<file path="config.mk">
export PLATFORM = sky130hd
export DESIGN_NAME = pc_gen_flat
export DESIGN_NICKNAME = d
export VERILOG_FILES = /design/src/common/isa_pkg.sv /design/src/common/fetch_pkg.sv /design/src/common/fetch_bundle_if.sv /design/src/common/redirect_if.sv /design/src/fetch/pc_gen.sv /design/src/flat_wrapper.sv
export VERILOG_INCLUDE_DIRS = /design/src /design/src/common
export SDC_FILE = /design/constraint.sdc
export NUM_CORES = 1
export LEC_CHECK = 0
export BUFFER_PORTS_ARGS = -buffer_cell sky130_fd_sc_hd__buf_2
export CELL_PAD_IN_SITES_DETAIL_PLACEMENT = 0
export CELL_PAD_IN_SITES_GLOBAL_PLACEMENT = 2
export CORE_MARGIN = 1.5
export CORE_UTILIZATION = 25
export DETAILED_ROUTE_END_ITERATION = 7
export GPL_ROUTABILITY_DRIVEN = 0
export PLACE_DENSITY_LB_ADDON = 0.1
export SETUP_SLACK_MARGIN = 0.4
export SYNTH_ARGS = -nofsm -noshare
export SYNTH_HDL_FRONTEND = slang
export SYNTH_SLANG_ARGS = --single-unit
</file>
<file path="constraint.sdc">
create_clock -name clk -period 1.9 [get_ports clk]
set_clock_uncertainty 0.2 [all_clocks]
set_input_delay 0.38 -clock clk [delete_from_list [all_inputs] [get_ports clk]]
set_output_delay 0.38 -clock clk [all_outputs]
set_load 0.03 [all_outputs]
</file>
<file path="src/common/fetch_defines.svh">
`ifndef FETCH_DEFINES_SVH
`define FETCH_DEFINES_SVH

////////////////////////////////////////////////////////////////////////////
// fetch front end sizing
////////////////////////////////////////////////////////////////////////////

// instructions delivered per fetch bundle
`define FETCH_WIDTH 4

// instruction memory word address width
// 8 bits gives 256 words
`define IMEM_AW 8

`endif

</file>
<file path="src/common/isa_pkg.sv">
package isa_pkg;

   // one machine word, used for both addresses and instructions
   typedef logic [15:0] word_t;

   // jump opcode lives in the top nibble
   localparam logic [3:0] OPC_JUMP = 4'hf;
   localparam int OPC_HI = 15;
   localparam int OPC_LO = 12;
   // bit 0 picks immediate (clear) or base (set)
   localparam int KIND_BIT = 0;

   // immediate jump offset field
   localparam int IMM_HI = 11;
   localparam int IMM_LO = 2;
   localparam int IMM_W  = IMM_HI - IMM_LO + 1;

   // base jump register index and offset fields
   localparam int BREG_HI = 11;
   localparam int BREG_LO = 8;
   localparam int BOFF_HI = 7;
   localparam int BOFF_LO = 2;
   localparam int BOFF_W  = BOFF_HI - BOFF_LO + 1;

   typedef enum logic [1:0] {
      JK_NONE,
      JK_IMM,
      JK_BASE
   } jump_kind_e;

   // decode kind of one slot
   function automatic jump_kind_e jump_kind(word_t w);
      jump_kind_e k;
      if (w[OPC_HI:OPC_LO] != OPC_JUMP) begin
         k = JK_NONE;
      end else begin
         k = w[KIND_BIT] ? JK_BASE : JK_IMM;
      end
      return k;
   endfunction

   // sign-extended immediate offset
   function automatic word_t imm_off(word_t w);
      return {{($bits(word_t) - IMM_W){w[IMM_HI]}}, w[IMM_HI:IMM_LO]};
   endfunction

   // sign-extended base offset
   function automatic word_t base_off(word_t w);
      return {{($bits(word_t) - BOFF_W){w[BOFF_HI]}}, w[BOFF_HI:BOFF_LO]};
   endfunction

   // register file index holding the jump base
   function automatic logic [3:0] base_reg(word_t w);
      return w[BREG_HI:BREG_LO];
   endfunction

endpackage

</file>
<file path="src/common/fetch_pkg.sv">
`include "fetch_defines.svh"

package fetch_pkg;

   ////////////////////////////////////////////////////////////////////////////
   // fetch side types
   ////////////////////////////////////////////////////////////////////////////

   // position of an instruction inside a bundle
   typedef logic [$clog2(`FETCH_WIDTH)-1:0] slot_t;

   // one fetch bundle, slot 0 at the fetch address
   typedef isa_pkg::word_t [`FETCH_WIDTH-1:0] bundle_t;

   // jump handler FSM
   // run scans bundles, wait_base holds fetch until the base value arrives
   typedef enum logic {
      JH_RUN,
      JH_WAIT_BASE
   } jh_state_e;

endpackage

</file>
<file path="src/common/fetch_bundle_if.sv">
// fetch address out to memory and the bundle coming back
// no handshake, instr follows pc combinationally
interface fetch_bundle_if ();

   isa_pkg::word_t     pc;
   fetch_pkg::bundle_t instr;

   // pc generator side
   modport fetch (
      output pc
   );

   // instruction memory side
   modport mem (
      input  pc,
      output instr
   );

   // jump handler only looks at both
   modport scan (
      input pc,
      input instr
   );

endinterface

</file>
<file path="src/common/redirect_if.sv">
// redirect request from jump handler to pc generator
interface redirect_if ();

   // jump_sel qualifies jump_addr in the same cycle
   logic           jump_sel;
   isa_pkg::word_t jump_addr;
   // hold pc while a base jump waits
   logic           stall;

   // jump handler side
   modport src (
      output jump_sel,
      output jump_addr,
      output stall
   );

   // pc generator side
   modport dst (
      input jump_sel,
      input jump_addr,
      input stall
   );

endinterface

</file>
<file path="src/fetch/pc_gen.sv">
`include "fetch_defines.svh"

module pc_gen (
   input  logic           clk,
   input  logic           rst_n,
   input  logic           mispredict,
   input  isa_pkg::word_t mispredict_pc,
   redirect_if.dst        redir,
   fetch_bundle_if.fetch  bundle
);

   isa_pkg::word_t pc_q;
   isa_pkg::word_t pc_d;

   ////////////////////////////////////////////////////////////////////////////
   // next fetch address
   ////////////////////////////////////////////////////////////////////////////

   always_comb begin
      // back end restart beats everything
      if (mispredict) begin
         pc_d = mispredict_pc;
      // taken jump, immediate or resolved base
      end else if (redir.jump_sel) begin
         pc_d = redir.jump_addr;
      // base jump outstanding
      end else if (redir.stall) begin
         pc_d = pc_q;
      end else begin
         // straight line, one full bundle ahead
         pc_d = pc_q + isa_pkg::word_t'(`FETCH_WIDTH);
      end
   end

   always_ff @(posedge clk or negedge rst_n) begin
      if (!rst_n) begin
         pc_q <= '0;
      end else begin
         pc_q <= pc_d;
      end
   end

   // current fetch address to memory and handler
   assign bundle.pc = pc_q;

endmodule

</file>
<file path="src/flat_wrapper.sv">
// flat-port wrapper written by rule: the top's interface ports become plain ports
module pc_gen_flat 
  (clk, rst_n, mispredict, mispredict_pc, redir_jump_sel, redir_jump_addr, redir_stall, bundle_pc);
  redirect_if redir_i ();
  fetch_bundle_if bundle_i ();
  input  logic clk;
  input  logic rst_n;
  input  logic mispredict;
  input  isa_pkg::word_t mispredict_pc;
  input wire logic [$bits(redir_i.jump_sel)-1:0] redir_jump_sel;
  input wire logic [$bits(redir_i.jump_addr)-1:0] redir_jump_addr;
  input wire logic [$bits(redir_i.stall)-1:0] redir_stall;
  output wire logic [$bits(bundle_i.pc)-1:0] bundle_pc;
  assign redir_i.jump_sel = redir_jump_sel;
  assign redir_i.jump_addr = redir_jump_addr;
  assign redir_i.stall = redir_stall;
  assign bundle_pc = bundle_i.pc;
  pc_gen u_core (.clk(clk), .rst_n(rst_n), .mispredict(mispredict), .mispredict_pc(mispredict_pc), .redir(redir_i), .bundle(bundle_i));
endmodule
</file>
## Word-level counts from Yosys, hierarchy flattened

Index checks and enable logic that the tools add are counted.

- Input bits: 37
- Memory bits (writable): 0
- Latch bits: 0
- Bits in read-only memories: 0
- Logic and storage cells: 6
- Flip-flop bits (word level): 16
- Memories kept: 0
- Output and inout bits: 16

- Multiply operators: 0
- Reductions and logical operators: 0
- Divide/modulo/power cells: 0
- Shift-type cells: 0
- Bitwise operators: 0
- $add $sub $neg: 1
- Magnitude comparators: 0
- Equal/unequal tests: 1
- Multiplexer cells: 3

Operator list:

| kind | count |
|---|---|
| $mux 16 | 3 |
| $add 16x3->16 const B | 1 |
| $ne 3x3->1 const B | 1 |

## Depth between registers and ports, before layout

- Depth in word-level cells: 4
- Depth in mapped cells: 5
- Gate-level depth less buffers: 5

## Worst setup path before layout

Ideal clock, no wire load.

- Kind: register to register
- Start point: reg u_core.pc_q[2], in the netlist u_core.bundle.pc[2]
- End point: reg u_core.pc_q[12], in the netlist u_core.bundle.pc[12]
- Period minus slack after synthesis: 1.801 ns
- Arrival time: 1.467 ns
- Path slack: 0.099 ns
- Buffers on the path: 0
- Setup time: 0.133 ns
- Cell stages (with the launch flop): 6
- Path through: dfrtp_1 ha_1 nand3_2 nor4_1 xnor2_1 a21oi_1

- Cells in the longest elaborated chain, start to end: 4

RTL lines:

| item | line | source |
|---|---|---|
| start: declaration | pc_gen.sv:12 | `isa_pkg::word_t pc_q;` |
| start signal: assignment | pc_gen.sv:39 | `pc_q <= pc_d;` |
| $add 16x3->16 | pc_gen.sv:31 | `` pc_d = pc_q + isa_pkg::word_t'(`FETCH_WIDTH); `` |
| $mux 16 | pc_gen.sv:27 | `end else if (redir.stall) begin` |
| $mux 16 | pc_gen.sv:24 | `end else if (redir.jump_sel) begin` |
| $mux 16 | pc_gen.sv:21 | `if (mispredict) begin` |

Every way passes these cells. The select of a mux whose other input is x is not followed.
A chain may end at the register's enable or synchronous reset.

## Worst setup path in the final report

- Start point: reg u_core.pc_q[7], in the netlist u_core.bundle.pc[7]
- End point: reg u_core.pc_q[15], in the netlist u_core.bundle.pc[15]

Same word-level chain as after synthesis.

==> summary.md <==
| Metric | Value |
|---|---|
| Worst-path clk slew | `roughly 70 ps` |
| Die area | `between 0.004 and 0.005 mm^2` |
| DR iter-0 viols | `slightly above 40` |
| Die Y-Extent | `68.23 um` |
| Average size of a mapped cell | `around 9 um^2` |
| Layout Nets | `233` |
| Post-synth top area share | `0.3765` |
| Yosys warning count | `0` |
| Class of the worst hold path | `input port to register` |
| Core Rows | `23` |
| Post-synth EDFFs | `0` |
| Metal2 WL | `1565 um` |
| Fraction of the cycle the final worst path needs | `0.8295` |
| Cell taking the most area after synthesis | `dfrtp_1` |
| Netlist cell types | `37` |
| Syn nets | `158` |
| DR vias | `1159` |
| Max Freq | `634.5 MHz` |
| Area growth, synth to finish | `65.53%` |
| I/O pin count | `53` |
| Core footprint | `between 0.004 and 0.005 mm^2` |
| Clock Tree Buf Depth | `2` |
| Max reg flops | `16` |
| Max cap viols | `0` |
| 1st-pass router iterations | `4` |
| Share of cells above drive strength 1 | `0.5567` |
| Port Buffers | `52` |
| Setup repair after global routing missed its margin | `yes` |
| Detailed-placement wirelength estimate | `2387 um` |
| Worst-path maximum fanout | `7` |
| Critical Path RT | `between 1500 and 2000 ps` |
| Most frequent cells in the layout | `buf_2 (44), buf_4 (21), nand2_1 (15), dfrtp_2 (12), a21oi_1 (11)` |
| Cell area after synthesis | `~0.0011 mm^2` |
| Synth async-reset ratio | `1.000` |
| Uppermost layer routed | `met4` |
| Number of buffers created by CTS | `3` |
| Total gr overflow | `0` |
| WL/cell | `around 14 um` |
| TNS Setup | `0 ps` |
| Worst-skew pair later-pin latency | `~250 ps` |
| Wirelength, routed | `3297 um` |
| Power Density | `approximately 660 mW/mm^2` |
| CP Data Arrival Time | `1500 ps` |
| Initial Util | `0.2621` |
| Startpoint types | `register` |
| Max-slew violations | `0` |
| Final worst path period need | `between 1500 and 2000 ps` |
| Status | `complete, no violations` |
| Top cells by area, synth | `dfrtp_1 (38%), xnor2_1 (7.4%), nand2_1 (5.6%)` |
| Fillers | `between 400 and 500` |
| Max IR drop VDD | `between 0.15 and 0.2 mV` |
| Overall power | `~1200 uW` |
| DRC violations left | `0` |
| CTS tree | `done` |
| Least-Margin Pin Slew | `around 400 ps` |
| Dominant synthesized flop cell | `dfrtp_1` |
| Die X-Extent | `68.23 um` |
| Slew headroom | `0.7355` |
| Metal3 WL | `170 um` |
| Leak Pwr | `between 0.0007 and 0.0008 uW` |
| Largest net degree at the start of global routing | `18` |
| Flops & latches, synth | `16` |
| Critical path class | `register to register` |
| Via/cell ratio | `approximately 4.8` |
| Crit. End Element | `register` |
| Htree depth | `1` |
| Final ANT Viol Nets | `0` |
| CTS root buf | `clkbuf_8` |
| Clock sink count | `16` |
| Commonest non-fill, non-tap cell in the layout | `buf_2` |
| Mapped Cells | `120` |
| Initial antenna violation count | `0` |
| GRT Overall Usage | `0.1483` |
| Post-synthesis sequential area ratio | `0.3765` |
| First-pass GRT wire length | `5168 um` |
| Vias in the first global route | `1083` |
| Hold Fails Final Rpt | `0` |
| WL met1 | `around 1500 um` |
| ANT cells | `0` |
| Final setup fails | `0` |
## layout make-up
cell class,count,area (um^2),area share
Multi-Input combinational cell,94,715.7,0.4065
Timing Repair Buffer,76,493.0,0.2800
Sequential cell,16,415.4,0.2360
Tap cell,50,62.56,0.03554
Clock buffer,4,55.05,0.03127
Inverter,4,18.77,0.01066
## synthesized netlist by cell type, types with 3 or more instances
cell      number
dfrtp_1       16
nand2_1       16
a21oi_1       11
nor2_1         9
xnor2_1        9
mux2i_1        5
o21ai_0        4
o22ai_1        4
a22oi_1        3
buf_2          3
clkbuf_1       3
inv_1          3
nor3_1         3
nor4_1         3
## cell families (layout without fill, tap and decap cells)
logic type               after synthesis  count (layout)  synth area share
adder cells (fa/ha/maj)                1               1           0.01176
AO/OA/AOI/OAI                         31              31            0.1882
AND/OR/NAND/NOR                       45              45            0.2365
XOR/XNOR                              11              11           0.09060
multiplexers                           6               6           0.05765
buffers and inverters                 10              84           0.03881
flip-flops                            16              16            0.3765
## worst paths after layout
kind                                                  from                                to  slack [ps]  depth (start not counted)
setup / recovery           u_core.bundle.pc[7]$_DFFE_PN0P_  u_core.bundle.pc[15]$_DFFE_PN0P_         320                          4
hold / removal                            mispredict_pc[2]   u_core.bundle.pc[2]$_DFFE_PN0P_         130                          2
setup reg to reg           u_core.bundle.pc[7]$_DFFE_PN0P_  u_core.bundle.pc[15]$_DFFE_PN0P_         320                          4
hold reg to reg            u_core.bundle.pc[0]$_DFFE_PN0P_   u_core.bundle.pc[0]$_DFFE_PN0P_         370                          2
max in group asynchronous                            rst_n  u_core.bundle.pc[14]$_DFFE_PN0P_         810                          2
min in group asynchronous                            rst_n   u_core.bundle.pc[2]$_DFFE_PN0P_         380                          2
## worst max-delay path, stage by stage, from the launching register on
cell and delay (ps):
dfrtp_2 420, nand3_4 170, nor4_2 320, mux2i_1 230, o211ai_1 100
## metal layers
metal | vias to the layer above | track usage
met5 | - | 0
met4 | 0 | 0.05250
met3 | 2 | 0.01974
met2 | 32 | 0.2427
met1 | 540 | 0.1992
li1 | 585 | -
## through the flow
| stage | area, um^2 | setup slack (ps) | util | std cells | hold slack [ps] |
|---|---|---|---|---|---|
| floorplan | 1127 | 296.6 | - | 120 | -115.6 |
| global placement | 1453 | 180.6 | 0.3580 | 220 | 138.8 |
| detailed placement | 1453 | 153.3 | 0.3580 | 220 | 139.1 |
| CTS | 1664 | 272.5 | 0.4101 | 240 | 118.7 |
| global route | 1760 | 248.6 | 0.4339 | 244 | 114.8 |
| finish | 1760 | 324.0 | 0.4339 | 244 | 125.7 |
## power breakdown
group | internal (uW) | switching, uW | total (uW)
sequential | 381 | 47.8 | 429
clock | 184 | 130 | 314
combinational | 201 | 226 | 427
total | 767 | 404 | 1170
## timing repair
item,CTS,global route
setup endpoints to repair,10,19
setup buffers,15,4
hold buffers,1,0
pin swaps,6,7
endpoints found under the hold margin,16,0
resized for setup,9,19
cloned,0,0
(Power assumes the default switching activity.)
