**src/common/fetch_defines.svh**
```systemverilog
`ifndef FETCH_DEFINES_SVH
`define FETCH_DEFINES_SVH

////////////////////////////////////////////////////////////////////////////
// fetch front end sizing
////////////////////////////////////////////////////////////////////////////

// instructions delivered per fetch bundle
`define FETCH_WIDTH 4

// instruction memory word address width
// 8 bits gives 256 words
`define IMEM_AW 8

`endif

```
**src/common/isa_pkg.sv**
```systemverilog
package isa_pkg;

   // one machine word, used for both addresses and instructions
   typedef logic [15:0] word_t;

   // jump opcode lives in the top nibble
   localparam logic [3:0] OPC_JUMP = 4'hf;
   localparam int OPC_HI = 15;
   localparam int OPC_LO = 12;
   // bit 0 picks immediate (clear) or base (set)
   localparam int KIND_BIT = 0;

   // immediate jump offset field
   localparam int IMM_HI = 11;
   localparam int IMM_LO = 2;
   localparam int IMM_W  = IMM_HI - IMM_LO + 1;

   // base jump register index and offset fields
   localparam int BREG_HI = 11;
   localparam int BREG_LO = 8;
   localparam int BOFF_HI = 7;
   localparam int BOFF_LO = 2;
   localparam int BOFF_W  = BOFF_HI - BOFF_LO + 1;

   typedef enum logic [1:0] {
      JK_NONE,
      JK_IMM,
      JK_BASE
   } jump_kind_e;

   // decode kind of one slot
   function automatic jump_kind_e jump_kind(word_t w);
      jump_kind_e k;
      if (w[OPC_HI:OPC_LO] != OPC_JUMP) begin
         k = JK_NONE;
      end else begin
         k = w[KIND_BIT] ? JK_BASE : JK_IMM;
      end
      return k;
   endfunction

   // sign-extended immediate offset
   function automatic word_t imm_off(word_t w);
      return {{($bits(word_t) - IMM_W){w[IMM_HI]}}, w[IMM_HI:IMM_LO]};
   endfunction

   // sign-extended base offset
   function automatic word_t base_off(word_t w);
      return {{($bits(word_t) - BOFF_W){w[BOFF_HI]}}, w[BOFF_HI:BOFF_LO]};
   endfunction

   // register file index holding the jump base
   function automatic logic [3:0] base_reg(word_t w);
      return w[BREG_HI:BREG_LO];
   endfunction

endpackage

```
**src/common/fetch_pkg.sv**
```systemverilog
`include "fetch_defines.svh"

package fetch_pkg;

   ////////////////////////////////////////////////////////////////////////////
   // fetch side types
   ////////////////////////////////////////////////////////////////////////////

   // position of an instruction inside a bundle
   typedef logic [$clog2(`FETCH_WIDTH)-1:0] slot_t;

   // one fetch bundle, slot 0 at the fetch address
   typedef isa_pkg::word_t [`FETCH_WIDTH-1:0] bundle_t;

   // jump handler FSM
   // run scans bundles, wait_base holds fetch until the base value arrives
   typedef enum logic {
      JH_RUN,
      JH_WAIT_BASE
   } jh_state_e;

endpackage

```
**src/common/fetch_bundle_if.sv**
```systemverilog
// fetch address out to memory and the bundle coming back
// no handshake, instr follows pc combinationally
interface fetch_bundle_if ();

   isa_pkg::word_t     pc;
   fetch_pkg::bundle_t instr;

   // pc generator side
   modport fetch (
      output pc
   );

   // instruction memory side
   modport mem (
      input  pc,
      output instr
   );

   // jump handler only looks at both
   modport scan (
      input pc,
      input instr
   );

endinterface

```
**src/common/redirect_if.sv**
```systemverilog
// redirect request from jump handler to pc generator
interface redirect_if ();

   // jump_sel qualifies jump_addr in the same cycle
   logic           jump_sel;
   isa_pkg::word_t jump_addr;
   // hold pc while a base jump waits
   logic           stall;

   // jump handler side
   modport src (
      output jump_sel,
      output jump_addr,
      output stall
   );

   // pc generator side
   modport dst (
      input jump_sel,
      input jump_addr,
      input stall
   );

endinterface

```
**src/fetch/jump_handler.sv**
```systemverilog
`include "fetch_defines.svh"

module jump_handler (
   input  logic               clk,
   input  logic               rst_n,
   input  logic               mispredict,
   input  logic               base_rdy,
   input  isa_pkg::word_t     base_value,
   fetch_bundle_if.scan       bundle,
   redirect_if.src            redir,
   output fetch_pkg::bundle_t slots,
   output logic               base_req,
   output logic [3:0]         base_reg
);

   fetch_pkg::jh_state_e state_q;
   // base value captured, redirect goes out next cycle
   logic                 pending_q;
   // sign-extended base offset of the waiting jump
   isa_pkg::word_t       boff_q;
   isa_pkg::word_t       bval_q;

   // first jump in the bundle
   fetch_pkg::slot_t     first_idx;
   isa_pkg::jump_kind_e  first_kind;
   isa_pkg::word_t       first_word;
   isa_pkg::word_t       imm_target;

   ////////////////////////////////////////////////////////////////////////////
   // bundle scan
   ////////////////////////////////////////////////////////////////////////////

   // lowest slot wins
   always_comb begin
      isa_pkg::jump_kind_e k;
      first_idx  = '0;
      first_kind = isa_pkg::JK_NONE;
      for (int i = 0; i < `FETCH_WIDTH; i++) begin
         k = isa_pkg::jump_kind(bundle.instr[i]);
         if (first_kind == isa_pkg::JK_NONE && k != isa_pkg::JK_NONE) begin
            first_idx  = fetch_pkg::slot_t'(i);
            first_kind = k;
         end
      end
   end

   assign first_word = bundle.instr[first_idx];

   // target relative to the jump's own address plus one
   assign imm_target = bundle.pc + isa_pkg::word_t'(first_idx) + isa_pkg::word_t'(1)
                     + isa_pkg::imm_off(first_word);

   ////////////////////////////////////////////////////////////////////////////
   // redirect, stall and base request
   ////////////////////////////////////////////////////////////////////////////

   always_comb begin
      redir.jump_sel  = 1'b0;
      redir.jump_addr = '0;
      redir.stall     = 1'b0;
      base_req        = 1'b0;
      base_reg        = '0;
      if (state_q == fetch_pkg::JH_RUN) begin
         if (!mispredict && first_kind == isa_pkg::JK_IMM) begin
            redir.jump_sel  = 1'b1;
            redir.jump_addr = imm_target;
         end
         // one cycle request, state moves on at the edge
         if (!mispredict && first_kind == isa_pkg::JK_BASE) begin
            base_req = 1'b1;
            base_reg = isa_pkg::base_reg(first_word);
         end
      end else if (pending_q) begin
         // base resolved, release fetch at the new address
         redir.jump_sel  = !mispredict;
         redir.jump_addr = bval_q + boff_q;
      end else begin
         redir.stall = 1'b1;
      end
   end

   // slots past a taken jump never reach decode
   // nothing passes while waiting or on mispredict
   always_comb begin
      logic keep;
      for (int i = 0; i < `FETCH_WIDTH; i++) begin
         keep = state_q == fetch_pkg::JH_RUN && !mispredict
              && (first_kind == isa_pkg::JK_NONE || fetch_pkg::slot_t'(i) <= first_idx);
         slots[i] = keep ? bundle.instr[i] : '0;
      end
   end

   ////////////////////////////////////////////////////////////////////////////
   // FSM
   ////////////////////////////////////////////////////////////////////////////

   always_ff @(posedge clk or negedge rst_n) begin
      if (!rst_n) begin
         state_q   <= fetch_pkg::JH_RUN;
         pending_q <= 1'b0;
         boff_q    <= '0;
      end else if (mispredict) begin
         // drop any outstanding base jump
         state_q   <= fetch_pkg::JH_RUN;
         pending_q <= 1'b0;
         boff_q    <= '0;
      end else begin
         case (state_q)
            fetch_pkg::JH_RUN: begin
               if (first_kind == isa_pkg::JK_BASE) begin
                  state_q <= fetch_pkg::JH_WAIT_BASE;
                  boff_q  <= isa_pkg::base_off(first_word);
               end
            end
            fetch_pkg::JH_WAIT_BASE: begin
               if (pending_q) begin
                  state_q   <= fetch_pkg::JH_RUN;
                  pending_q <= 1'b0;
               end else if (base_rdy) begin
                  pending_q <= 1'b1;
               end
            end
            default: state_q <= fetch_pkg::JH_RUN;
         endcase
      end
   end

   // base value from the register file
   always_ff @(posedge clk) begin
      if (state_q == fetch_pkg::JH_WAIT_BASE && !pending_q && base_rdy) begin
         bval_q <= base_value;
      end
   end

endmodule

```
**src/flat_wrapper.sv**
```systemverilog
// flat-port wrapper written by rule: the top's interface ports become plain ports
module jump_handler_flat 
  (clk, rst_n, mispredict, base_rdy, base_value, slots, base_req, base_reg, bundle_pc, bundle_instr, redir_jump_sel, redir_jump_addr, redir_stall);
  fetch_bundle_if bundle_i ();
  redirect_if redir_i ();
  input  logic clk;
  input  logic rst_n;
  input  logic mispredict;
  input  logic base_rdy;
  input  isa_pkg::word_t base_value;
  output fetch_pkg::bundle_t slots;
  output logic base_req;
  output logic [3:0] base_reg;
  input wire logic [$bits(bundle_i.pc)-1:0] bundle_pc;
  input wire logic [$bits(bundle_i.instr)-1:0] bundle_instr;
  output wire logic [$bits(redir_i.jump_sel)-1:0] redir_jump_sel;
  output wire logic [$bits(redir_i.jump_addr)-1:0] redir_jump_addr;
  output wire logic [$bits(redir_i.stall)-1:0] redir_stall;
  assign bundle_i.pc = bundle_pc;
  assign bundle_i.instr = bundle_instr;
  assign redir_jump_sel = redir_i.jump_sel;
  assign redir_jump_addr = redir_i.jump_addr;
  assign redir_stall = redir_i.stall;
  jump_handler u_core (.clk(clk), .rst_n(rst_n), .mispredict(mispredict), .base_rdy(base_rdy), .base_value(base_value), .bundle(bundle_i), .redir(redir_i), .slots(slots), .base_req(base_req), .base_reg(base_reg));
endmodule
```
**config.mk**
```make
export PLATFORM = sky130hd
export DESIGN_NAME = jump_handler_flat
export DESIGN_NICKNAME = d
export VERILOG_FILES = /design/src/common/isa_pkg.sv /design/src/common/fetch_pkg.sv /design/src/common/fetch_bundle_if.sv /design/src/common/redirect_if.sv /design/src/fetch/jump_handler.sv /design/src/flat_wrapper.sv
export VERILOG_INCLUDE_DIRS = /design/src /design/src/common
export SDC_FILE = /design/constraint.sdc
export NUM_CORES = 1
export LEC_CHECK = 0
export BUFFER_PORTS_ARGS = -buffer_cell sky130_fd_sc_hd__buf_2
export CAP_MARGIN = 20
export CORE_ASPECT_RATIO = 0.9
export CORE_UTILIZATION = 42
export DETAILED_ROUTE_END_ITERATION = 6
export GPL_ROUTABILITY_DRIVEN = 0
export PLACE_DENSITY = 0.79
export REMOVE_ABC_BUFFERS = 1
export SLEW_MARGIN = 20
export SYNTH_ARGS = -nofsm -noshare
export SYNTH_HDL_FRONTEND = slang
export SYNTH_SLANG_ARGS = --single-unit
```
**constraint.sdc**
```tcl
create_clock -name clk -period 3.7 [get_ports clk]
set_clock_uncertainty 0.1 [all_clocks]
set_input_delay 0.185 -clock clk [delete_from_list [all_inputs] [get_ports clk]]
set_output_delay 0.185 -clock clk [all_outputs]
set_load 0.02 [all_outputs]
```
After elaboration in Yosys (flattened, before gate mapping). Index checks and enable logic that the tools add are counted.

Bitwise operators: 1. Add/subtract/negate cells: 4. $lt $le $gt $ge: 5. Equal/unequal tests: 7. Mux-type cells: 43. Reduce and logical (&&, ||, !) cells: 29.

Operators with widths (count): 2-to-1 mux 16 bit (10); adder 16 bit (2); binary-select mux 16 bit (select 2 bit) (1); 2-to-1 mux 2 bit (14); adder 16 x 1 -> 16 bit, second input constant (1); adder 16 x 2 -> 16 bit (1); inequality test 4 bit, second input constant (4); 2-to-1 mux 1 bit (14); logical AND 1 bit (12); 2-to-1 mux 12 bit (1); nonzero test 2 bit (6); zero test 2 bit (4); 2-to-1 mux 4 bit (2); <= comparator 1 x 2 -> 1 bit, first input constant (2); <= comparator 2 bit, first input constant (2); logical OR 1 bit (4); less-than comparator 2 x 3 -> 1 bit, second input constant (1); equality test 2 x 1 -> 1 bit, second input constant (1); equality test 2 bit, second input constant (1); zero test 1 bit (2); inequality test 2 bit, second input constant (1); case mux 1 bit (2 select lines) (1); AND reduction 2 bit (1); NOT 1 bit (1).

Word-level logic and storage cells: 93. Output and inout port bits: 87. Bits in registers: 34. Bits of input ports: 100.

Longest topological paths before layout. Gate-level depths: netlist (run 1).

Word-level depth: 18. Gate-level depth with buffers: 17. Depth with buffers taken out: 15.

Worst setup path before layout (run 1). Ideal clock, no wire load.

Path type: in2out. From: in bundle_instr[14]. To: out redir_jump_addr[15]. Path buffers: 2. Slack: -476 ps. Arrival: 3891 ps. Stages: 16. Required time: 3415 ps. Cell sequence: and4_4 buf_6 a211oi_4 clkbuf_1 inv_1 o21ai_0 fa_1 inv_1 ha_1 a211oi_1 o21ai_0 a211oi_1 o31ai_1 nand2_1 mux2_2 or3_1.

Longest elaborated chain between the ends: 18.

Ends and longest elaborated chain: start, declared (RTL line flat_wrapper.sv:15) `input wire logic [$bits(bundle_i.instr)-1:0] bundle_instr;`; inequality test 4 bit (*) (RTL line isa_pkg.sv:34) `if (w[OPC_HI:OPC_LO] != OPC_JUMP) begin`; 2-to-1 mux 2 bit (*) (RTL line isa_pkg.sv:34); nonzero test 2 bit (RTL line jump_handler.sv:40) `if (first_kind == isa_pkg::JK_NONE && k != isa_pkg::JK_NONE) begin`; 2-to-1 mux 2 bit (*) (RTL line jump_handler.sv:40); zero test 2 bit (RTL line jump_handler.sv:40); logical AND 1 bit (RTL line jump_handler.sv:40); 2-to-1 mux 2 bit (RTL line jump_handler.sv:40); zero test 2 bit (RTL line jump_handler.sv:40); [2 not listed]; zero test 2 bit (RTL line jump_handler.sv:40); logical AND 1 bit (RTL line jump_handler.sv:40); 2-to-1 mux 2 bit (RTL line jump_handler.sv:40); adder 16 x 2 -> 16 bit / binary-select mux 16 bit (select 2 bit) (equally long branches) (RTL line jump_handler.sv:50, jump_handler.sv:47); adder 16 x 1 -> 16 bit / 2-to-1 mux 12 bit (equally long branches) (RTL line jump_handler.sv:50, jump_handler.sv:47); adder 16 bit (RTL line jump_handler.sv:51) `+ isa_pkg::imm_off(first_word);`; 2-to-1 mux 16 bit (*) (RTL line jump_handler.sv:64) `if (!mispredict && first_kind == isa_pkg::JK_IMM) begin`; 2-to-1 mux 16 bit (*) (RTL line jump_handler.sv:63) `if (state_q == fetch_pkg::JH_RUN) begin`; end, declared (RTL line flat_wrapper.sv:17) `output wire logic [$bits(redir_i.jump_addr)-1:0] redir_jump_addr;`.

Mark *: on every way between the ends. The rest lies on a longest branch, timed or not. The select of a mux whose other input is x is not followed.

Worst setup path after layout (run 1).
From: in bundle_instr[60]. To: out redir_jump_addr[15].

Longest elaborated chain between the ends: 10.

Ends and longest elaborated chain (RTL line): inequality test 4 bit (*) (isa_pkg.sv:34); 2-to-1 mux 2 bit (*) (isa_pkg.sv:34); nonzero test 2 bit (jump_handler.sv:40); logical AND 1 bit (jump_handler.sv:40); 2-to-1 mux 2 bit (jump_handler.sv:40); adder 16 x 2 -> 16 bit / binary-select mux 16 bit (select 2 bit) (equally long branches) (jump_handler.sv:50, jump_handler.sv:47); adder 16 x 1 -> 16 bit / 2-to-1 mux 12 bit (equally long branches) (jump_handler.sv:50, jump_handler.sv:47); adder 16 bit (jump_handler.sv:51); 2-to-1 mux 16 bit (*) (jump_handler.sv:64); 2-to-1 mux 16 bit (*) (jump_handler.sv:63).

Marks and branches as above.

==> results of run 1 <==
==> what timing repair did <==
action	4_1_cts	5_1_grt
gates resized for setup	38	32
endpoints found under the setup margin	10	9
hold buffers	16	1
setup buffers	9	8
hold endpoints to repair	23	1
cloned	1	0
pin swaps	19	16
==> synth_stat cells (9+ instances only) <==
library cell,n
and2_1,35
o21ai_0,21
inv_1,13
ha_1,44
nand3_1,10
edfxtp_1,16
xor2_1,19
o22ai_1,11
nand2_1,20
nor3_1,14
a21oi_1,25
and3_1,40
mux2i_1,9
nor2_1,27
clkbuf_1,11
==> cell families after synthesis <==
kind of cell               share of synthesized area (%)
buffers and inverters                               3.24
muxes                                               3.27
DFF                                                 19.8
and+or+nand+nor                                     28.4
adders and majority gates                           17.7
AOI/OAI and AO/OA                                   21.2
xor gates and xnor gates                            6.36
==> worst max-delay path by stage <==
stage | from | to | slack [ns] | cells past startpoint
3_5_place_dp | bundle_instr[46] | redir_jump_addr[15] | -0.65 | 17
5_1_grt | bundle_instr[31] | redir_jump_addr[15] | -0.38 | 17
6_report | bundle_instr[60] | redir_jump_addr[15] | -0.22 | 18
2_1_floorplan | bundle_instr[31] | redir_jump_addr[15] | -0.83 | 15
3_3_place_gp | bundle_instr[46] | redir_jump_addr[15] | -0.61 | 17
4_1_cts | bundle_instr[46] | redir_jump_addr[15] | -0.12 | 17
==> where the power goes <==
group	leakage [nW]	internal [mW]	switching, mW
registers	0.255	0.297	0.00805
logic	2.66	0.426	0.468
clock network	0.0216	0.0730	0.0820
total	2.94	0.797	0.558
==> sequential cells by signal (all words and copies together), names as in the netlist <==
| signal | cells |
|---|---|
| u_core.bval_q | 16 |
| u_core.boff_q | 6 |
| u_core.pending_q | 1 |
| u_core.state_q | 1 |
==> per-stage QoR <==
stage	instance area (sq um)	utilization (%)	setup WS (ns)	instances
3_3_place_gp	4810	62.2	-0.609	731
5_1_grt	5440	70.3	-0.376	768
4_1_cts	5220	67.5	-0.124	760
3_5_place_dp	4810	62.2	-0.650	731
6_report	5440	70.3	-0.222	768
2_1_floorplan	3380	-	-0.832	400
==> routing by layer <==
layer	wire length, um	vias up
li1	-	2089
met1	5170	1958
met2	6190	160
met3	734	10
met4	108	0
met5	0	-
==> layout make-up <==
type | count | area (sq um) | area share [%]
Inverter | 13 | 48.8 | 0.897
Sequential cell | 24 | 681 | 12.5
Multi-Input combinational cell | 363 | 2870 | 52.7
Clock buffer | 3 | 41.3 | 0.759
Tap cell | 96 | 120 | 2.21
Timing Repair Buffer | 269 | 1680 | 30.9
==> run summary, run 1 <==
outcome - complete, but fails checks
failing checks - negative setup slack
area delta synth->final - 58.0%
initial DRC count - 199
r2r endpoint - u_core.bval_q[5]
overall routing resource usage - 25.9%
EDFF count, synth - 16
Fillers - 617
n_diodes - 0
Req. time, crit path - 3.41 ns
Worst-path clk slew - 0.08 ns
worst hold slack - 0.0798 ns
hold depth - 2
Syn Area/Cell - 8.31 sq um
vias in the first global route - 3,874
Final nets - 821
min-delay src - mispredict
met1 Resource Use GR - 34.8%
core area - 7730 sq um
Post-Route WL - 12.2 mm
reg2reg setup slack - 1.90 ns
busiest grt layer - met2
CTS tree - built
Max FO, Critical Path - 3
Peak Freq - 255 MHz
Die X - 97.4 um
Setup TNS Final - -0.561 ns
CP delay by family, top - compound AO/OA/AOI/OAI gates
kind of critical path - primary input to output pin
Mapped Area - 3440 sq um
largest net degree at the start of global routing - 37
slowest stage delay, CP - 0.52 ns
P_leak - 2.94 nW
Port Buffers - 186
grt ovf - 0
Bufs on Longest Clock Path - 2
post-DR wirelength/cell - 15.9 um
max cap viols - 0
clk_lat worst skew - 0.27 ns
first-pass GRT wire length - 18.1 mm
Slew Viols, Final - 0
Vias/cell - 5.49
H-tree depth - 1
Root Buffer - clkbuf_8
Power, Total - 1.35 mW
cell count after synthesis - 414
die footprint - 8560 sq um
clk sinks - 24
crit-path cells - buf_8 -> nand4_4 -> buf_12 -> a211oi_4 -> buf_6 -> a221o_1 -> o21ai_4 -> fa_1 -> inv_2 -> ha_4 -> a211oi_4 -> o21ai_2 -> a211oi_2 -> o31ai_2 -> nand2_1 -> mux2_4 -> or3_4 -> buf_6
R2R depth - 3
post-synth top area cell - ha_1
Vias - 4,217
total buffers and inverters traversed by the critical path - 5
Yosys warning total - 0
Final period util - 106%
slowest CP cell - fa_1
Post-synth ARST share - 33.3%
initial antenna violation count - 0
layout cell share with drive strength beyond 1 - 44.8%
worst hold path endpoint - u_core.pending_q
Yosys cell types - 49
drt drc - 0
most common cell after layout, fill and taps aside - buf_2
Min-Delay Path Class - primary input to register
Slew HR - 51.1%
Critical Path AT - 3.64 ns
Max VDD drop - 0.187 mV
most frequent cells in the layout - buf_2, buf_4, and3_1
final setup fails - 5
largest cells by area after synthesis - ha_1, edfxtp_1, and3_1
post-layout min period - 3.92 ns
worst setup margin - -0.222 ns
CP Launch Type - primary input
register area share after synthesis - 19.8%
initial core utilization - 44.5%
CP endpoint kind - output pin
Pwr per Cell Area - 249 nW/um^2
#FFs+latches synth - 24
met2 Usage GRT - 45.6%
share of the synthesized area in the top cell type - 16.0%
RSZ-0062 raised after global routing - yes
M3 GR Usage - 3.43%
hpwl dp - 9.29 mm
# rows - 30
Slew @ Worst Pin - 0.734 ns
Final Hold Viols - 0
Ports - 187
post-route antenna net violation count - 0
Main synth FF type - edfxtp_1
Pre-antenna DRT Iters - 4
Num CTS Buffers - 3
die height - 87.9 um
reg2reg start - u_core.state_q
Power figures use the tool's default switching activity.
==> run 2, diff against run 1 <==
--- a/config.mk
+++ b/config.mk
@@ -14,6 +14,7 @@
 export GPL_ROUTABILITY_DRIVEN = 0
 export PLACE_DENSITY = 0.79
 export REMOVE_ABC_BUFFERS = 1
+export SETUP_SLACK_MARGIN = 0.02
 export SLEW_MARGIN = 20
 export SYNTH_ARGS = -nofsm -noshare
 export SYNTH_HDL_FRONTEND = slang
==> run summary, run 2 (synthesis gave the netlist of run 1 again) <==
outcome - complete, but fails checks
failing checks - negative setup slack
crit-path cells - buf_2 -> nand4_1 -> o21ai_4 -> nand2_2 -> buf_12 -> buf_8 -> mux2i_2 -> a21oi_2 -> ha_1 -> ha_1 -> nor3_4 -> nor3_4 -> a211oi_2 -> o31ai_2 -> nand2_1 -> mux2_4 -> or3_4 -> buf_6
Layout Cells excl Fill - 771
Port Buffers - 186
post-layout min period - 3.92 ns
slowest CP cell - ha_1
Final nets - 824
Max VDD drop - 0.189 mV
hold depth - 2
Req. time, crit path - 3.41 ns
hpwl dp - 9.29 mm
Multi-input gate area - 2870 sq um
Min-Delay Path Class - primary input to register
CP Launch Type - primary input
area delta synth->final - 59.3%
max cap viols - 0
reg2reg setup slack - 1.88 ns
r2r endpoint - u_core.bval_q[5]
post-DR wirelength/cell - 16.1 um
Max FO, Critical Path - 8
Setup TNS Final - -0.597 ns
Peak Freq - 255 MHz
Vias - 4,258
RSZ-0062 raised after global routing - yes
# rows - 30
min-delay src - mispredict
Vias/cell - 5.52
kind of critical path - primary input to output pin
Cells after DPL - 731
Root Buffer - clkbuf_8
Final period util - 106%
Critical Path AT - 3.64 ns
Ports - 187
Biggest register - u_core.bval_q
Die X - 97.4 um
Final Hold Viols - 0
R2R depth - 3
Storage cell area - 681 sq um
clk sinks - 24
Slew Viols, Final - 0
post-route antenna net violation count - 0
die height - 87.9 um
initial DRC count - 171
most frequent cells in the layout - buf_2, buf_4, and3_1
slowest stage delay, CP - 0.38 ns
vias in the first global route - 3,991
design area - 5480 sq um
first-pass GRT wire length - 18.7 mm
initial antenna violation count - 0
overall routing resource usage - 26.6%
grt ovf - 0
most common cell after layout, fill and taps aside - buf_2
Num CTS Buffers - 3
max reg flops - 16
final setup fails - 6
Regs by FF count - u_core.bval_q: 16 flops, u_core.boff_q: 6 flops
Post-Route WL - 12.4 mm
worst hold path endpoint - u_core.pending_q
CTS tree - built
initial core utilization - 44.5%
layout cell share with drive strength beyond 1 - 45.2%
Slew HR - 50.4%
clk_lat worst skew - 0.27 ns
die footprint - 8560 sq um
worst hold slack - 0.0765 ns
Pre-antenna DRT Iters - 4
core area - 7730 sq um
CP endpoint kind - output pin
total buffers and inverters traversed by the critical path - 4
drt drc - 0
Pwr per Cell Area - 251 nW/um^2
CP delay by family, top - simple AND/OR/NAND/NOR gates
Fillers - 611
Worst-path clk slew - 0.08 ns
reg2reg start - u_core.state_q
Area after DPL - 4810 sq um
Bufs on Longest Clock Path - 2
P_leak - 2.95 nW
n_diodes - 0
worst setup margin - -0.223 ns
H-tree depth - 1
largest net degree at the start of global routing - 37
Slew @ Worst Pin - 0.744 ns
-- run 2: final cells by class --
class                   count  share of cell area, %
multi-input cells         363                   52.4
repair buffers            272                   31.4
flip-flops and latches     24                   12.4
well taps                  96                   2.19
inverters                  13                  0.890
clock buffers               3                  0.753
-- run 2: where the power goes --
group	internal (mW)	switching [mW]
clock network	0.0729	0.0823
logic	0.437	0.477
registers	0.297	0.00817
-- run 2: timing repair --
item | CTS | global route
hold endpoints to repair | 23 | 1
buffers inserted | 16 | 3
pin swaps | 26 | 11
gates cloned | 1 | 0
hold buffers | 16 | 1
endpoints found under the setup margin | 10 | 10
resized for setup | 54 | 22
-- run 2: worst max path at each step --
stage | start | end | slack, ns | depth (start not counted)
after global placement | bundle_instr[46] | redir_jump_addr[15] | -0.61 | 17
after global routing | bundle_instr[28] | redir_jump_addr[15] | -0.38 | 17
final | bundle_instr[30] | redir_jump_addr[15] | -0.22 | 18
after floorplan | bundle_instr[31] | redir_jump_addr[15] | -0.83 | 15
after detailed placement | bundle_instr[46] | redir_jump_addr[15] | -0.65 | 17
after CTS | bundle_instr[60] | redir_jump_addr[15] | -0.11 | 17
-- run 2: metal layers --
| layer | vias to the layer above | wire length, um | global-route usage [%] |
|---|---|---|---|
| li1 | 2091 | - | - |
| met1 | 1998 | 5310 | 35.5 |
| met2 | 159 | 6300 | 47.2 |
| met3 | 10 | 732 | 3.75 |
| met4 | 0 | 104 | 3.88 |
| met5 | - | 0 | 0 |
-- run 2: stage by stage --
step / util (%) / worst slack [ns] / power (mW)
2_1_floorplan: - / -0.832 / 0.772
4_1_cts: 69.3 / -0.113 / 1.32
3_3_place_gp: 62.2 / -0.609 / 1.04
6_report: 70.9 / -0.223 / 1.37
5_1_grt: 70.9 / -0.381 / 1.46
3_5_place_dp: 62.2 / -0.650 / 1.06
==> run 3, diff against run 2 <==
--- a/config.mk
+++ b/config.mk
@@ -8,11 +8,13 @@
 export LEC_CHECK = 0
 export BUFFER_PORTS_ARGS = -buffer_cell sky130_fd_sc_hd__buf_2
 export CAP_MARGIN = 20
+export CELL_PAD_IN_SITES_DETAIL_PLACEMENT = 0
+export CELL_PAD_IN_SITES_GLOBAL_PLACEMENT = 1
 export CORE_ASPECT_RATIO = 0.9
-export CORE_UTILIZATION = 42
+export CORE_UTILIZATION = 29
 export DETAILED_ROUTE_END_ITERATION = 6
 export GPL_ROUTABILITY_DRIVEN = 0
-export PLACE_DENSITY = 0.79
+export PLACE_DENSITY_LB_ADDON = 0.1
 export REMOVE_ABC_BUFFERS = 1
 export SETUP_SLACK_MARGIN = 0.02
 export SLEW_MARGIN = 20
==> run summary, run 3 (synthesis gave the netlist of run 1 again) <==
Peak Freq - 258 MHz
final setup fails - 2
P_leak - 2.99 nW
CP endpoint kind - output pin
Fillers - 1,190
initial DRC count - 169
Slew Viols, Final - 0
post-layout min period - 3.88 ns
max cap viols - 0
# rows - 37
Post-Route WL - 12.7 mm
Ports - 187
clk sinks - 24
layout cell share with drive strength beyond 1 - 46.3%
Min-Delay Path Class - primary input to register
n_diodes - 0
Max VDD drop - 0.172 mV
die height - 105 um
Num CTS Buffers - 3
Worst-path clk slew - 0.06 ns
grt ovf - 0
hpwl dp - 10.0 mm
Root Buffer - clkbuf_16
first-pass GRT wire length - 19.2 mm
Storage cell area - 681 sq um
R2R depth - 3
worst setup margin - -0.176 ns
Pre-antenna DRT Iters - 4
CP Launch Type - primary input
post-DR wirelength/cell - 15.3 um
CTS tree - built
Req. time, crit path - 3.41 ns
crit-path cells - buf_2 -> nand4_1 -> o21ai_4 -> nand2_4 -> buf_8 -> a221oi_1 -> a21oi_1 -> ha_1 -> ha_1 -> nand2_1 -> nor3_4 -> a211oi_2 -> o31ai_2 -> nand2_1 -> mux2_4 -> or3_4 -> buf_6
most common cell after layout, fill and taps aside - buf_2
Slew HR - 47.3%
die footprint - 12,300 sq um
CP delay by family, top - simple AND/OR/NAND/NOR gates
core area - 11,500 sq um
Port Buffers - 186
slowest CP cell - a221oi_1
Vias - 4,123
post-route antenna net violation count - 0
H-tree depth - 1
drt drc - 0
Bufs on Longest Clock Path - 2
Slew @ Worst Pin - 0.791 ns
Final nets - 824
hold depth - 1
Final period util - 105%
Layout Utilization - 48.9%
clk_lat worst skew - 0.26 ns
vias in the first global route - 3,988
Critical Path AT - 3.59 ns
total buffers and inverters traversed by the critical path - 3
Regs by FF count - u_core.bval_q: 16 flops, u_core.boff_q: 6 flops
Max FO, Critical Path - 17
kind of critical path - primary input to output pin
slowest stage delay, CP - 0.37 ns
pre-CTS WS - -0.882 ns
Die X - 117 um
most frequent cells in the layout - buf_2, buf_4, and3_1
area delta synth->final - 63.1%
overall routing resource usage - 19.7%
Pwr per Cell Area - 262 nW/um^2
outcome - complete, but fails checks
Vias/cell - 4.96
Final Hold Viols - 0
max reg flops - 16
initial core utilization - 30.0%
number of stages on the worst setup path - 17
failing checks - negative setup slack
Multi-input gate area - 2870 sq um
initial antenna violation count - 0
Biggest register - u_core.bval_q
Power, Total - 1.47 mW
RSZ-0062 raised after global routing - yes
largest net degree at the start of global routing - 38
run 3: cell types whose count changed in the layout (fill, tap and decap cells not counted), sizes merged:
cell | before | now
buf | 255 | 260
dlygate4sd3 | 17 | 12
clkbuf | 3 | 4
run 3: timing repair:
item / 4_1_cts / 5_1_grt
setup endpoints to repair: 12 / 10
gates resized for setup: 58 / 31
cloned: 0 / 1
hold buffers: 7 / 5
buffers inserted: 12 / 6
pin swaps: 31 / 24
hold endpoints to repair: 14 / 5
run 3: metrics by stage:
stage	hold WS [ns]	cell area [sq um]	TNS (ns)	std cells
detailed placement	-0.0580	4940	-4.20	800
floorplan	-0.211	3380	-4.63	400
global route	0.000199	5610	-1.67	832
CTS	0.000781	5390	-0.397	821
global placement	-0.0662	4940	-3.56	800
finish	0.00236	5610	-0.298	832
run 3: area by class of cell:
type / count / share of cell area [%]
clock buffers: 4 / 1.58
inverters: 13 / 0.869
multi-input cells: 363 / 51.2
flip-flops and latches: 24 / 12.1
well taps: 156 / 3.48
repair buffers: 272 / 30.8
run 3: worst reg2reg max path, delay by kind of cell (launching register included):
kind	cells	cell delay, ns
AND/OR/NAND/NOR	2	0.84
flip-flops	1	0.45
buffers and inverters	1	0.11
run 3: worst paths after layout:
kind / start / end / slack [ns]
min: base_value[14] / u_core.bval_q[14] / 0.002
max reg2reg: u_core.state_q / u_core.bval_q[15] / 1.83
min reg2reg: u_core.boff_q[0] / u_core.boff_q[0] / 0.42
max in group asynchronous: rst_n / u_core.pending_q / 3.13
max: bundle_instr[31] / redir_jump_addr[15] / -0.18
min in group asynchronous: rst_n / u_core.boff_q[0] / 0.19
run 3: routing by layer:
layer	global-route usage (%)	part of all wire, %	up-vias
li1	-	-	2091
met1	26.6	46	1915
met2	34.3	49	107
met3	2.19	4.2	10
met4	2.62	0.68	0
met5	0	0	-
run 3: power breakdown:
group,internal [mW],switching (mW),total [mW]
registers,0.298,0.00826,0.306
logic,0.440,0.465,0.905
clock network,0.165,0.0967,0.262
